File: src/cu_config.svh
//////////////////////////////////////////////////////////////////////
// PageRank compute unit configuration
// Field widths shared by the graph and memory type packages
//////////////////////////////////////////////////////////////////////

`ifndef CU_CONFIG_SVH
`define CU_CONFIG_SVH

// Vertex id width
`define CU_VERTEX_W 32

// Edge index and edge count width
`define CU_EDGE_W 32

// Rank value width, sums wrap at this size
`define CU_RANK_W 32

// Memory address width
`define CU_ADDR_W 64

`endif
File: src/mem_pkg.sv
//////////////////////////////////////////////////////////////////////
// Memory interface types for the PageRank compute unit
// Addresses, structure tags and the read and write command formats
//////////////////////////////////////////////////////////////////////

`include "cu_config.svh"

package mem_pkg;

	typedef logic [`CU_ADDR_W-1:0] mem_addr_t;
	typedef logic [`CU_RANK_W-1:0] mem_data_t;

	// Which structure a command or response belongs to
	typedef enum logic [1:0] {
		tag_graph_data,
		tag_edge_array,
		tag_other
	} struct_tag_t;

	// Read command, edge index sits in the low address bits
	typedef struct packed {
		logic        valid;
		struct_tag_t tag;
		mem_addr_t   addr;
	} read_cmd_t;

	// Read response carrying one rank contribution
	typedef struct packed {
		logic        valid;
		struct_tag_t tag;
		mem_data_t   data;
	} read_rsp_t;

	// Write command, qualified by the write handshake
	typedef struct packed {
		struct_tag_t tag;
		mem_addr_t   addr;
		mem_data_t   data;
	} write_cmd_t;

endpackage

File: src/graph_pkg.sv
//////////////////////////////////////////////////////////////////////
// Graph types for the PageRank compute unit
// Vertex, edge and rank fields, the vertex job and the control states
//////////////////////////////////////////////////////////////////////

`include "cu_config.svh"

package graph_pkg;

	typedef logic [`CU_VERTEX_W-1:0] vertex_id_t;
	typedef logic [`CU_EDGE_W-1:0]   edge_index_t;
	typedef logic [`CU_EDGE_W-1:0]   edge_count_t;
	typedef logic [`CU_RANK_W-1:0]   rank_t;

	// One vertex job, base indexes the in-neighbour rank array
	typedef struct packed {
		vertex_id_t  vertex;
		edge_index_t base;
		edge_count_t degree;
	} vertex_job_t;

	// Control unit states
	typedef enum logic [2:0] {
		cu_idle,
		cu_fetch,
		cu_drain,
		cu_write_req,
		cu_write_release
	} cu_state_t;

endpackage

File: src/pagerank_cu_top.sv
//////////////////////////////////////////////////////////////////////
// PageRank vertex compute unit
// Connects control, edge counting, read issue and rank summation
//////////////////////////////////////////////////////////////////////

module pagerank_cu_top import graph_pkg::*, mem_pkg::*; (
	input  logic        clock,
	input  logic        rstn,
	input  logic        job_req,
	input  vertex_job_t job,
	output logic        job_ack,
	output read_cmd_t   read_cmd,
	input  logic        read_stall,
	input  read_rsp_t   read_rsp,
	output logic        write_req,
	output write_cmd_t  write_cmd,
	input  logic        write_ack,
	output edge_count_t vertex_count,
	output edge_count_t edge_count
);

	logic       job_load;
	logic       fetch_en;
	logic       job_done;
	logic       issue_done;
	logic       rsp_done;
	logic       cmd_issue;
	logic       rsp_accept;
	rank_t      rank_sum;
	vertex_id_t job_vertex;

	vertex_control_fsm vertex_control_fsm_inst (
		.clock      (clock),
		.rstn       (rstn),
		.job_req    (job_req),
		.job_ack    (job_ack),
		.issue_done (issue_done),
		.rsp_done   (rsp_done),
		.write_ack  (write_ack),
		.write_req  (write_req),
		.job_load   (job_load),
		.fetch_en   (fetch_en),
		.job_done   (job_done)
	);

	edge_counter edge_counter_inst (
		.clock        (clock),
		.rstn         (rstn),
		.job_load     (job_load),
		.job          (job),
		.fetch_en     (fetch_en),
		.cmd_issue    (cmd_issue),
		.rsp_accept   (rsp_accept),
		.job_done     (job_done),
		.issue_done   (issue_done),
		.rsp_done     (rsp_done),
		.vertex_count (vertex_count),
		.edge_count   (edge_count)
	);

	read_command_gen read_command_gen_inst (
		.clock      (clock),
		.rstn       (rstn),
		.job_load   (job_load),
		.job        (job),
		.fetch_en   (fetch_en),
		.issue_done (issue_done),
		.read_stall (read_stall),
		.read_cmd   (read_cmd),
		.cmd_issue  (cmd_issue),
		.job_vertex (job_vertex)
	);

	rank_sum_accum rank_sum_accum_inst (
		.clock      (clock),
		.rstn       (rstn),
		.job_load   (job_load),
		.read_rsp   (read_rsp),
		.rsp_accept (rsp_accept),
		.rank_sum   (rank_sum)
	);

	// Result write goes to the vertex's own slot
	assign write_cmd.tag  = tag_graph_data;
	assign write_cmd.addr = mem_addr_t'(job_vertex);
	assign write_cmd.data = mem_data_t'(rank_sum);

endmodule

File: src/rank_sum_accum.sv
//////////////////////////////////////////////////////////////////////
// Rank sum accumulator
// Routes read responses by structure tag and sums graph-data ranks
//////////////////////////////////////////////////////////////////////

module rank_sum_accum import graph_pkg::*, mem_pkg::*; (
	input  logic      clock,
	input  logic      rstn,
	input  logic      job_load,
	input  read_rsp_t read_rsp,
	output logic      rsp_accept,
	output rank_t     rank_sum
);

	//////////////////////////////////////////////////////////////////////
	// Response routing
	//////////////////////////////////////////////////////////////////////

	always_comb begin
		rsp_accept = 1'b0;
		if (read_rsp.valid) begin
			case (read_rsp.tag)
				tag_graph_data: begin
					rsp_accept = 1'b1;
				end
				// Edge array and anything else never reach the sum
				tag_edge_array, tag_other: begin
					rsp_accept = 1'b0;
				end
				default: begin
					rsp_accept = 1'b0;
				end
			endcase
		end
	end

	//////////////////////////////////////////////////////////////////////
	// Accumulation
	//////////////////////////////////////////////////////////////////////

	// Wraps at rank width
	always_ff @(posedge clock or negedge rstn) begin
		if (!rstn) begin
			rank_sum <= '0;
		end else if (job_load) begin
			rank_sum <= '0;
		end else if (rsp_accept) begin
			rank_sum <= rank_sum + rank_t'(read_rsp.data);
		end
	end

endmodule

File: src/read_command_gen.sv
//////////////////////////////////////////////////////////////////////
// Read command generator
// Issues one graph-data read per edge, walking up from the base index
//////////////////////////////////////////////////////////////////////

module read_command_gen import graph_pkg::*, mem_pkg::*; (
	input  logic        clock,
	input  logic        rstn,
	input  logic        job_load,
	input  vertex_job_t job,
	input  logic        fetch_en,
	input  logic        issue_done,
	input  logic        read_stall,
	output read_cmd_t   read_cmd,
	output logic        cmd_issue,
	output vertex_id_t  job_vertex
);

	logic        stall_q;
	edge_index_t edge_idx;

	// Almost-full stall takes effect one cycle late
	always_ff @(posedge clock or negedge rstn) begin
		if (!rstn) begin
			stall_q <= 1'b0;
		end else begin
			stall_q <= read_stall;
		end
	end

	assign cmd_issue = fetch_en && !issue_done && !stall_q;

	// Job copy and running edge index
	always_ff @(posedge clock) begin
		if (job_load) begin
			edge_idx   <= job.base;
			job_vertex <= job.vertex;
		end else if (cmd_issue) begin
			edge_idx <= edge_idx + 1'b1;
		end
	end

	always_comb begin
		read_cmd.valid = cmd_issue;
		read_cmd.tag   = tag_graph_data;
		read_cmd.addr  = mem_addr_t'(edge_idx);
	end

endmodule

File: src/edge_counter.sv
//////////////////////////////////////////////////////////////////////
// Edge counter
// Tracks issued and returned edges of the current job and keeps
// the running vertex and edge totals
//////////////////////////////////////////////////////////////////////

module edge_counter import graph_pkg::*; (
	input  logic        clock,
	input  logic        rstn,
	input  logic        job_load,
	input  vertex_job_t job,
	input  logic        fetch_en,
	input  logic        cmd_issue,
	input  logic        rsp_accept,
	input  logic        job_done,
	output logic        issue_done,
	output logic        rsp_done,
	output edge_count_t vertex_count,
	output edge_count_t edge_count
);

	edge_count_t degree_q;
	edge_count_t issued_q;
	edge_count_t returned_q;

	// Per-job counts, cleared when a new job is latched
	always_ff @(posedge clock or negedge rstn) begin
		if (!rstn) begin
			degree_q   <= '0;
			issued_q   <= '0;
			returned_q <= '0;
		end else if (job_load) begin
			degree_q   <= job.degree;
			issued_q   <= '0;
			returned_q <= '0;
		end else begin
			if (fetch_en && cmd_issue) begin
				issued_q <= issued_q + 1'b1;
			end
			if (rsp_accept) begin
				returned_q <= returned_q + 1'b1;
			end
		end
	end

	assign issue_done = (issued_q == degree_q);
	assign rsp_done   = (returned_q == degree_q);

	// Totals grow once per finished write handshake
	always_ff @(posedge clock or negedge rstn) begin
		if (!rstn) begin
			vertex_count <= '0;
			edge_count   <= '0;
		end else if (job_done) begin
			vertex_count <= vertex_count + 1'b1;
			edge_count   <= edge_count + degree_q;
		end
	end

endmodule

File: src/vertex_control_fsm.sv
//////////////////////////////////////////////////////////////////////
// Vertex control FSM
// Runs job intake, edge fetch, completion wait and the write
// handshake for one vertex at a time
//////////////////////////////////////////////////////////////////////

module vertex_control_fsm import graph_pkg::*; (
	input  logic clock,
	input  logic rstn,
	input  logic job_req,
	output logic job_ack,
	input  logic issue_done,
	input  logic rsp_done,
	input  logic write_ack,
	output logic write_req,
	output logic job_load,
	output logic fetch_en,
	output logic job_done
);

	cu_state_t state_q;
	cu_state_t state_d;

	//////////////////////////////////////////////////////////////////////
	// Job intake
	//////////////////////////////////////////////////////////////////////

	// Only take a job in idle, and never twice on one request
	assign job_load = (state_q == cu_idle) && job_req && !job_ack;

	always_ff @(posedge clock or negedge rstn) begin
		if (!rstn) begin
			job_ack <= 1'b0;
		end else if (job_load) begin
			job_ack <= 1'b1;
		end else if (!job_req) begin
			job_ack <= 1'b0;
		end
	end

	//////////////////////////////////////////////////////////////////////
	// State sequencing
	//////////////////////////////////////////////////////////////////////

	always_comb begin
		state_d = state_q;
		case (state_q)
			cu_idle: begin
				if (job_load) begin
					state_d = cu_fetch;
				end
			end
			cu_fetch: begin
				if (issue_done) begin
					state_d = cu_drain;
				end
			end
			cu_drain: begin
				// All accepted ranks already sit in the sum here
				if (rsp_done) begin
					state_d = cu_write_req;
				end
			end
			cu_write_req: begin
				if (write_ack) begin
					state_d = cu_write_release;
				end
			end
			cu_write_release: begin
				if (!write_ack) begin
					state_d = cu_idle;
				end
			end
			default: begin
				state_d = cu_idle;
			end
		endcase
	end

	always_ff @(posedge clock or negedge rstn) begin
		if (!rstn) begin
			state_q <= cu_idle;
		end else begin
			state_q <= state_d;
		end
	end

	// Decoded outputs
	assign fetch_en  = (state_q == cu_fetch);
	assign write_req = (state_q == cu_write_req);
	assign job_done  = (state_q == cu_write_release) && !write_ack;

endmodule

File: config.mk
export PLATFORM = sky130hd
export DESIGN_NAME = pagerank_cu_top
export DESIGN_NICKNAME = d
export VERILOG_FILES = /design/src/mem_pkg.sv /design/src/graph_pkg.sv /design/src/pagerank_cu_top.sv /design/src/rank_sum_accum.sv /design/src/read_command_gen.sv /design/src/edge_counter.sv /design/src/vertex_control_fsm.sv
export VERILOG_INCLUDE_DIRS = /design/src
export SDC_FILE = /design/constraint.sdc
export NUM_CORES = 1
export LEC_CHECK = 0
export BUFFER_PORTS_ARGS = -buffer_cell sky130_fd_sc_hd__buf_2
export CORE_MARGIN = 2
export CORE_UTILIZATION = 50
export CTS_CLUSTER_SIZE = 30
export DETAILED_ROUTE_END_ITERATION = 7
export PLACE_DENSITY = 0.85
export SYNTH_ARGS = -nofsm -noshare
export SYNTH_HDL_FRONTEND = slang
export SYNTH_SLANG_ARGS = --single-unit
File: constraint.sdc
create_clock -name clock -period 4.1 [get_ports clock]
set_clock_uncertainty 0.05 [all_clocks]
set_input_delay 1.025 -clock clock [delete_from_list [all_inputs] [get_ports clock]]
set_output_delay 1.025 -clock clock [all_outputs]
set_load 0.005 [all_outputs]
==> run metrics, run 1 <==
min cycle time layout 3.825 ns; total wire length 39660 um; RD Place Congestion 0.9077; WP data required around 3 ns; Gate Count Post-Synth 1621; status completed; Hold Slack 0.3284 ns; die width 178.8 um; Final Cycle Share between 90 and 100%; Via-to-Cell Ratio between 5 and 6; Root Buffer clkbuf_16; clock buffer depth 3; row count 64; hpwl dp about 29000 um; most common cell after layout, fill and taps aside buf_2; Post-CTS Resized 0; Util after Layout 59.45%; multi-input logic area 7850 sq um; clock sinks 261; antenna violations before repair 1; Most used DFF post-synth dfrtp_1; Startpoint Class flip-flop; CTS buffer count 31; Slew headroom 49.26%; vias in the first global route 12695; FF-to-FF setup slack between 0.6 and 0.7 ns; Sum Neg Setup Slack 0 ns; Pins Over Slew Limit 0; sequential standard cell area 6852 sq um; ys async rst share 75.48%; TritonCTS clock tree built; f_max 0.2615 GHz; Initial DRC Count 822; Die Ht 178.8 um; largest net degree at the start of global routing roughly 120; reg2reg end edge_counter_inst.edge_count[30]; pre-CTS setup slack 0.3436 ns; PD cells 561.2 nW/um^2; drt first pass iters 5; most frequent cells in the layout buf_2 (297), nand2_1 (285), dfrtp_1 (197); CP cell instances xor2_1, nor4_1, nand4_1, o21ai_2, inv_1, buf_2; Max stage delay on crit path around 0.50 ns; Die ar. 31970 sq um; Final Setup Violations 0; routed vias roughly 13000; register bit total from synthesis 261; global-route wire length before repair 62410 um; Fin. Hold Viols 0; Wirelength per Cell 16.95 um; P&R area growth vs syn 18.10%; GR Overflow Total 0; crit-path max FO 10; Cell Area, Synth 15280 sq um; crit path kind reg2out; synth unique cells 73; EDFF count, synth 64; H-tree Lvls 1; CP arrival about 2.8 ns; Post-DRT Antenna Nets 0; Initial Utilization 50.34%; RSZ-0062 raised after global routing false; min setup slack post-route 0.2752 ns; placed cell areas roughly 17000 sq um; Layout Nets 2122; Worst-path clk slew 0.06 ns; buffers added on ports 298; core area 30350 sq um; crit path capture type output port; path depth of the worst reg2reg path 11; GRT Util Overall between 20% and 30%; post-route cell area 18040 sq um; Ports about 370; Static Leakage 0.008678 uW; postcts setup bufs 0; filler instances ~2500; maxcap violations 0; Ys Warns 0; sequential share of the synthesized area 44.84%; Mean Syn Cell Area 9.425 sq um; Hold Buf Count CTS 0; Max stage delay cell, worst path dfrtp_1; Post-route DRC 0; Critical R2R Launch edge_counter_inst.degree_q[0]; Skew-Pair Late Insertion Delay 0.57 ns; layout cell share with drive strength beyond 1 between 10% and 20%; HP Class in2async; maximum VDD drop 0.3912 mV; Worst-Margin Slew 0.7541 ns
## through the flow
step | total power [uW] | std cells
after floorplan | 6118 | 1688
after detailed placement | 7160 | 2281
after CTS | 10110 | 2339
after global placement | 6979 | 2281
final | 10130 | 2340
after global routing | 10710 | 2339
## state kept, by name (all words and copies together) (netlist names)
name                              cells
edge_counter_inst.edge_count         32
read_command_gen_inst.stall_q         1
vertex_control_fsm_inst.state_q       3
vertex_control_fsm_inst.job_ack       1
read_command_gen_inst.edge_idx       32
rank_sum_accum_inst.rank_sum         32
edge_counter_inst.vertex_count       32
read_command_gen_inst.job_vertex     32
edge_counter_inst.issued_q           32
edge_counter_inst.degree_q           32
edge_counter_inst.returned_q         32
## routing by layer
layer | track usage [%] | routed length [um]
met2 | 41.07 | 19060
met1 | 29.90 | 15920
met5 | 0 | 11
met4 | 7.893 | 1271
met3 | 5.598 | 3403
## synth_stat cells (12+ instances only)
| cell | count | share of area [%] |
|---|---|---|
| nand2_1 | 285 | 7.0 |
| dfrtp_1 | 197 | 32 |
| nor2_1 | 115 | 2.8 |
| xnor2_1 | 112 | 6.4 |
| xor2_1 | 109 | 6.2 |
| o21ai_0 | 90 | 2.9 |
| a21oi_1 | 80 | 2.6 |
| buf_4 | 69 | 3.4 |
| ha_1 | 66 | 5.4 |
| nand3_1 | 65 | 2.1 |
| edfxtp_1 | 64 | 13 |
| a21o_1 | 41 | 2.0 |
| clkbuf_1 | 40 | 0.98 |
| nand4_1 | 39 | 1.6 |
| and3_1 | 24 | 0.98 |
| inv_1 | 21 | 0.52 |
| nor3_1 | 20 | 0.66 |
| nor4_1 | 17 | 0.70 |
| or3_1 | 13 | 0.53 |
| a211oi_1 | 12 | 0.59 |
| o21bai_1 | 12 | 0.59 |
## cell type report
type,count,share of cell area (%)
Multi-Input combinational cell,1285,43.51
Sequential cell,261,37.97
Timing Repair Buffer,318,9.285
Clock buffer,46,5.166
Tap cell,396,2.746
Clock inverter,12,0.8460
Inverter,21,0.4646
Antenna cell,1,0.01387
## cell families (layout without fill, tap and decap cells)
logic type	count (synthesis)	in the layout	synth area share (%)
fa+ha+maj	68	68	5.667
buf+inv	142	397	5.421
other cells	1	69	0.02454
compound gates	298	298	12.24
simple gates	628	628	19.01
mux	2	2	0.1310
flops	261	261	44.84
xor+xnor	221	221	12.67
## report_power, final
part / total [uW] / leakage [uW] / internal (uW) / switching [uW]
clock: 2890 / 0.000540 / 1760 / 1130
combinational: 3300 / 0.00494 / 1510 / 1780
sequential: 3940 / 0.00319 / 3160 / 782
total: 10100 / 0.00868 / 6430 / 3700
## worst max-delay path, delay by kind of cell, from the launching register on
| family | cells | cell delay, ns |
|---|---|---|
| AOI/OAI and AO/OA | 1 | 0.48 |
| buffers and inverters | 2 | 0.26 |
| xor gates and xnor gates | 1 | 0.19 |
| and+or+nand+nor | 2 | 0.72 |
| DFF | 1 | 0.50 |
## how the worst max path moves through the flow
stage / slack [ns] / start / to
floorplan: 0.58 / read_rsp[0] / rank_sum_accum_inst.rank_sum[30]
global placement: 0.34 / read_rsp[0] / rank_sum_accum_inst.rank_sum[30]
detailed placement: 0.34 / read_rsp[0] / rank_sum_accum_inst.rank_sum[30]
CTS: 0.29 / edge_counter_inst.degree_q[24] / read_cmd[66]
global route: 0.19 / edge_counter_inst.degree_q[31] / read_cmd[66]
finish: 0.28 / edge_counter_inst.degree_q[24] / read_cmd[66]
Power figures use the tool's default switching activity.
==> run 2, diff against run 1 <==
==> constraint.sdc (replaced) <==
create_clock -name clock -period 4.1 [get_ports clock]
set_clock_uncertainty 0.05 [all_clocks]
set_input_delay 0.205 -clock clock [delete_from_list [all_inputs] [get_ports clock]]
set_output_delay 0.205 -clock clock [all_outputs]
set_load 0.005 [all_outputs]
==> run metrics, run 2 (same netlist as run 1, synthesis figures left out) <==
GRT Util Overall 25.12% (+1.1 points); Critical R2R Launch edge_counter_inst.degree_q[0]; hpwl dp 28320 um (-1.3%); Worst-Margin Slew 0.8916 ns (+0.1375 ns); path depth of the worst reg2reg path 11 (unchanged); Initial DRC Count 852 (+3.6%); maximum VDD drop 0.4508 mV (+15%); switch share 37.19% (+0.68 points); Die Ht 178.8 um (unchanged); H-tree Lvls 1 (unchanged); CTS buffer count 30 (-3.2%); TritonCTS clock tree built; P&R area growth vs syn 23.12%; Sum Neg Setup Slack 0 ns (unchanged); HP Class in2reg; Worst-path clk slew 0.06 ns (about the same); Slew headroom 40.56% (-8.7 points); Skew-Pair Late Insertion Delay 0.56 ns (about the same); Layout Nets 2214 (+4.3%); Post-Layout Cell Count 2429 (+3.8%); PD cells 517.6 nW/um^2 (-7.8%); sequential power share 39.9% (+1.0 points); Die ar. 31970 sq um (unchanged); Internal 6115 uW (-4.9%); RD Place Congestion 0.9352 (+3.0%); crit path capture type flip-flop; CP arrival 3.70 ns (+0.95 ns); Startpoint Class flip-flop; RSZ-0062 raised after global routing false; Ports 367 (unchanged); global-route wire length before repair 65100 um (+4.3%); most common cell after layout, fill and taps aside buf_2; Root Buffer clkbuf_16; FF-to-FF setup slack 0.76 ns (+0.08 ns); worst min-delay path startpoint read_rsp[29]; WP data required 4.46 ns (+1.44 ns); min cycle time layout 3.342 ns (-0.4823 ns); Static Leakage 0.008963 uW (+3.3%); routed vias 13429 (+2.9%); maxcap violations 0 (unchanged); crit-path max FO 4 (-6); buffers added on ports 298 (unchanged); layout cell share with drive strength beyond 1 18.15% (-1.8 points); sw power 3621 uW (-2.1%); GR Overflow Total 0 (unchanged); antenna cell count 0 (-1); core area 30350 sq um (unchanged); die width 178.8 um (unchanged); status completed; multi-input logic area 7850 sq um (unchanged); logic gate share of total power 34.6% (+2.0 points); Pins Over Slew Limit 0 (unchanged); sequential standard cell area 6852 sq um (unchanged); post-route cell area 18810 sq um (+4.3%); Fin. Hold Viols 0 (unchanged); row count 64 (unchanged); f_max 0.2992 GHz (+14%); drt first pass iters 7 (+2); reg2reg end edge_counter_inst.edge_count[24]; Via-to-Cell Ratio 5.529 (-0.84%); postcts setup bufs 0 (unchanged); filler instances 2405 (-3.6%); antenna violations before repair 0 (-1); placed cell areas 16890 sq um (-0.40%); most frequent cells in the layout buf_2 (297), nand2_1 (285), dfrtp_1 (197); Post-route DRC 0 (unchanged); Final Setup Violations 0 (unchanged); vias in the first global route 13194 (+3.9%); clock buffer depth 3 (unchanged); clock sinks 261 (unchanged); Inst Count DP 2272 (-0.39%); Post-DRT Antenna Nets 0 (unchanged); largest net degree at the start of global routing 105 (-10%); Final Cycle Share 81.52% (-12 points); Hold Crit Depth 5; crit path kind reg2reg; Wirelength per Cell 16.99 um (+0.26%); total wire length 41280 um (+4.1%); WHS Endpoint rank_sum_accum_inst.rank_sum[29]; clock share of power 25.5% (-3.0 points); Initial Utilization 50.34% (unchanged)
run 2: changes by cell type in the layout (fill, tap and decap cells not counted):
cell	previous run	this run
dlygate4sd3_1	0	102
buf_4	18	9
clkbuf_8	11	4
clkinv_1	0	4
bufinv_16	3	0
clkbuf_1	5	8
clkbuf_16	31	30
clkinv_2	7	8
clkinv_8	0	1
diode_2	1	0
inv_16	1	0
run 2: worst max-delay path by stage:
stage                                        from                                   to  slack (ns)  cells past startpoint
2_1_floorplan  vertex_control_fsm_inst.state_q[1]  read_command_gen_inst.job_vertex[0]        0.99                      7
3_3_place_gp        edge_counter_inst.degree_q[0]     edge_counter_inst.edge_count[24]        0.83                     11
3_5_place_dp      rank_sum_accum_inst.rank_sum[0]     rank_sum_accum_inst.rank_sum[30]        0.80                     11
4_1_cts             edge_counter_inst.degree_q[0]     edge_counter_inst.edge_count[24]        0.77                     11
5_1_grt           rank_sum_accum_inst.rank_sum[0]     rank_sum_accum_inst.rank_sum[30]        0.54                     11
6_report            edge_counter_inst.degree_q[0]     edge_counter_inst.edge_count[24]        0.76                     11
run 2: layout make-up:
| class | instances | share of cell area, % |
|---|---|---|
| clock inverter | 14 | 0.4191 |
| inverter | 21 | 0.4457 |
| sequential | 261 | 36.42 |
| tap | 396 | 2.634 |
| timing repair buffer | 411 | 13.98 |
| clock buffer | 41 | 4.370 |
| multi-input combinational | 1285 | 41.73 |
run 2: power groups by stage:
stage          Sequential, uW  Combinational [uW]  Clock (uW)
6_report                 3880                3370        2480
5_1_grt                  3950                3750        2620
4_1_cts                  3860                3320        2530
3_5_place_dp             3890                3210           0
3_3_place_gp             3860                3100           0
2_1_floorplan            3690                2430           0
run 2: metrics by stage:
| stage | util [%] | worst slack (ns) | total power (uW) | hold WS, ns |
|---|---|---|---|---|
| global route | 61.98 | 0.5371 | 10320 | 0.1180 |
| detailed placement | 55.65 | 0.7961 | 7106 | 0.2698 |
| finish | 61.98 | 0.7575 | 9736 | 0.09844 |
| global placement | 55.65 | 0.8296 | 6961 | 0.2656 |
| floorplan | - | 0.9908 | 6118 | -0.1406 |
| CTS | 61.98 | 0.7678 | 9712 | 0.06468 |
run 2: metal layers:
| layer | track usage [%] | vias up | part of all wire, % |
|---|---|---|---|
| met3 | 5.174 | 102 | 7.6 |
| met1 | 30.95 | 6430 | 40 |
| met5 | 0 | - | 0 |
| met2 | 43.29 | 592 | 49 |
| li1 | - | 6305 | - |
| met4 | 9.485 | 0 | 3.3 |
run 2: worst max-delay path: stages, from the launching register on:
cell and delay, ns:
dfrtp_1 0.43, ha_1 0.23, fa_1 0.43, a211oi_1 0.30
o21ai_0 0.18, nand3_1 0.15, nand4bb_1 0.17, a41oi_1 0.39
o21ai_0 0.32, o21ai_0 0.28, xor2_1 0.18, o21ai_0 0.09
run 2: repair_timing:
action | CTS | global route
hold buffers | 102 | 0
resized for setup | 0 | 0
hold endpoints to repair | 204 | 0
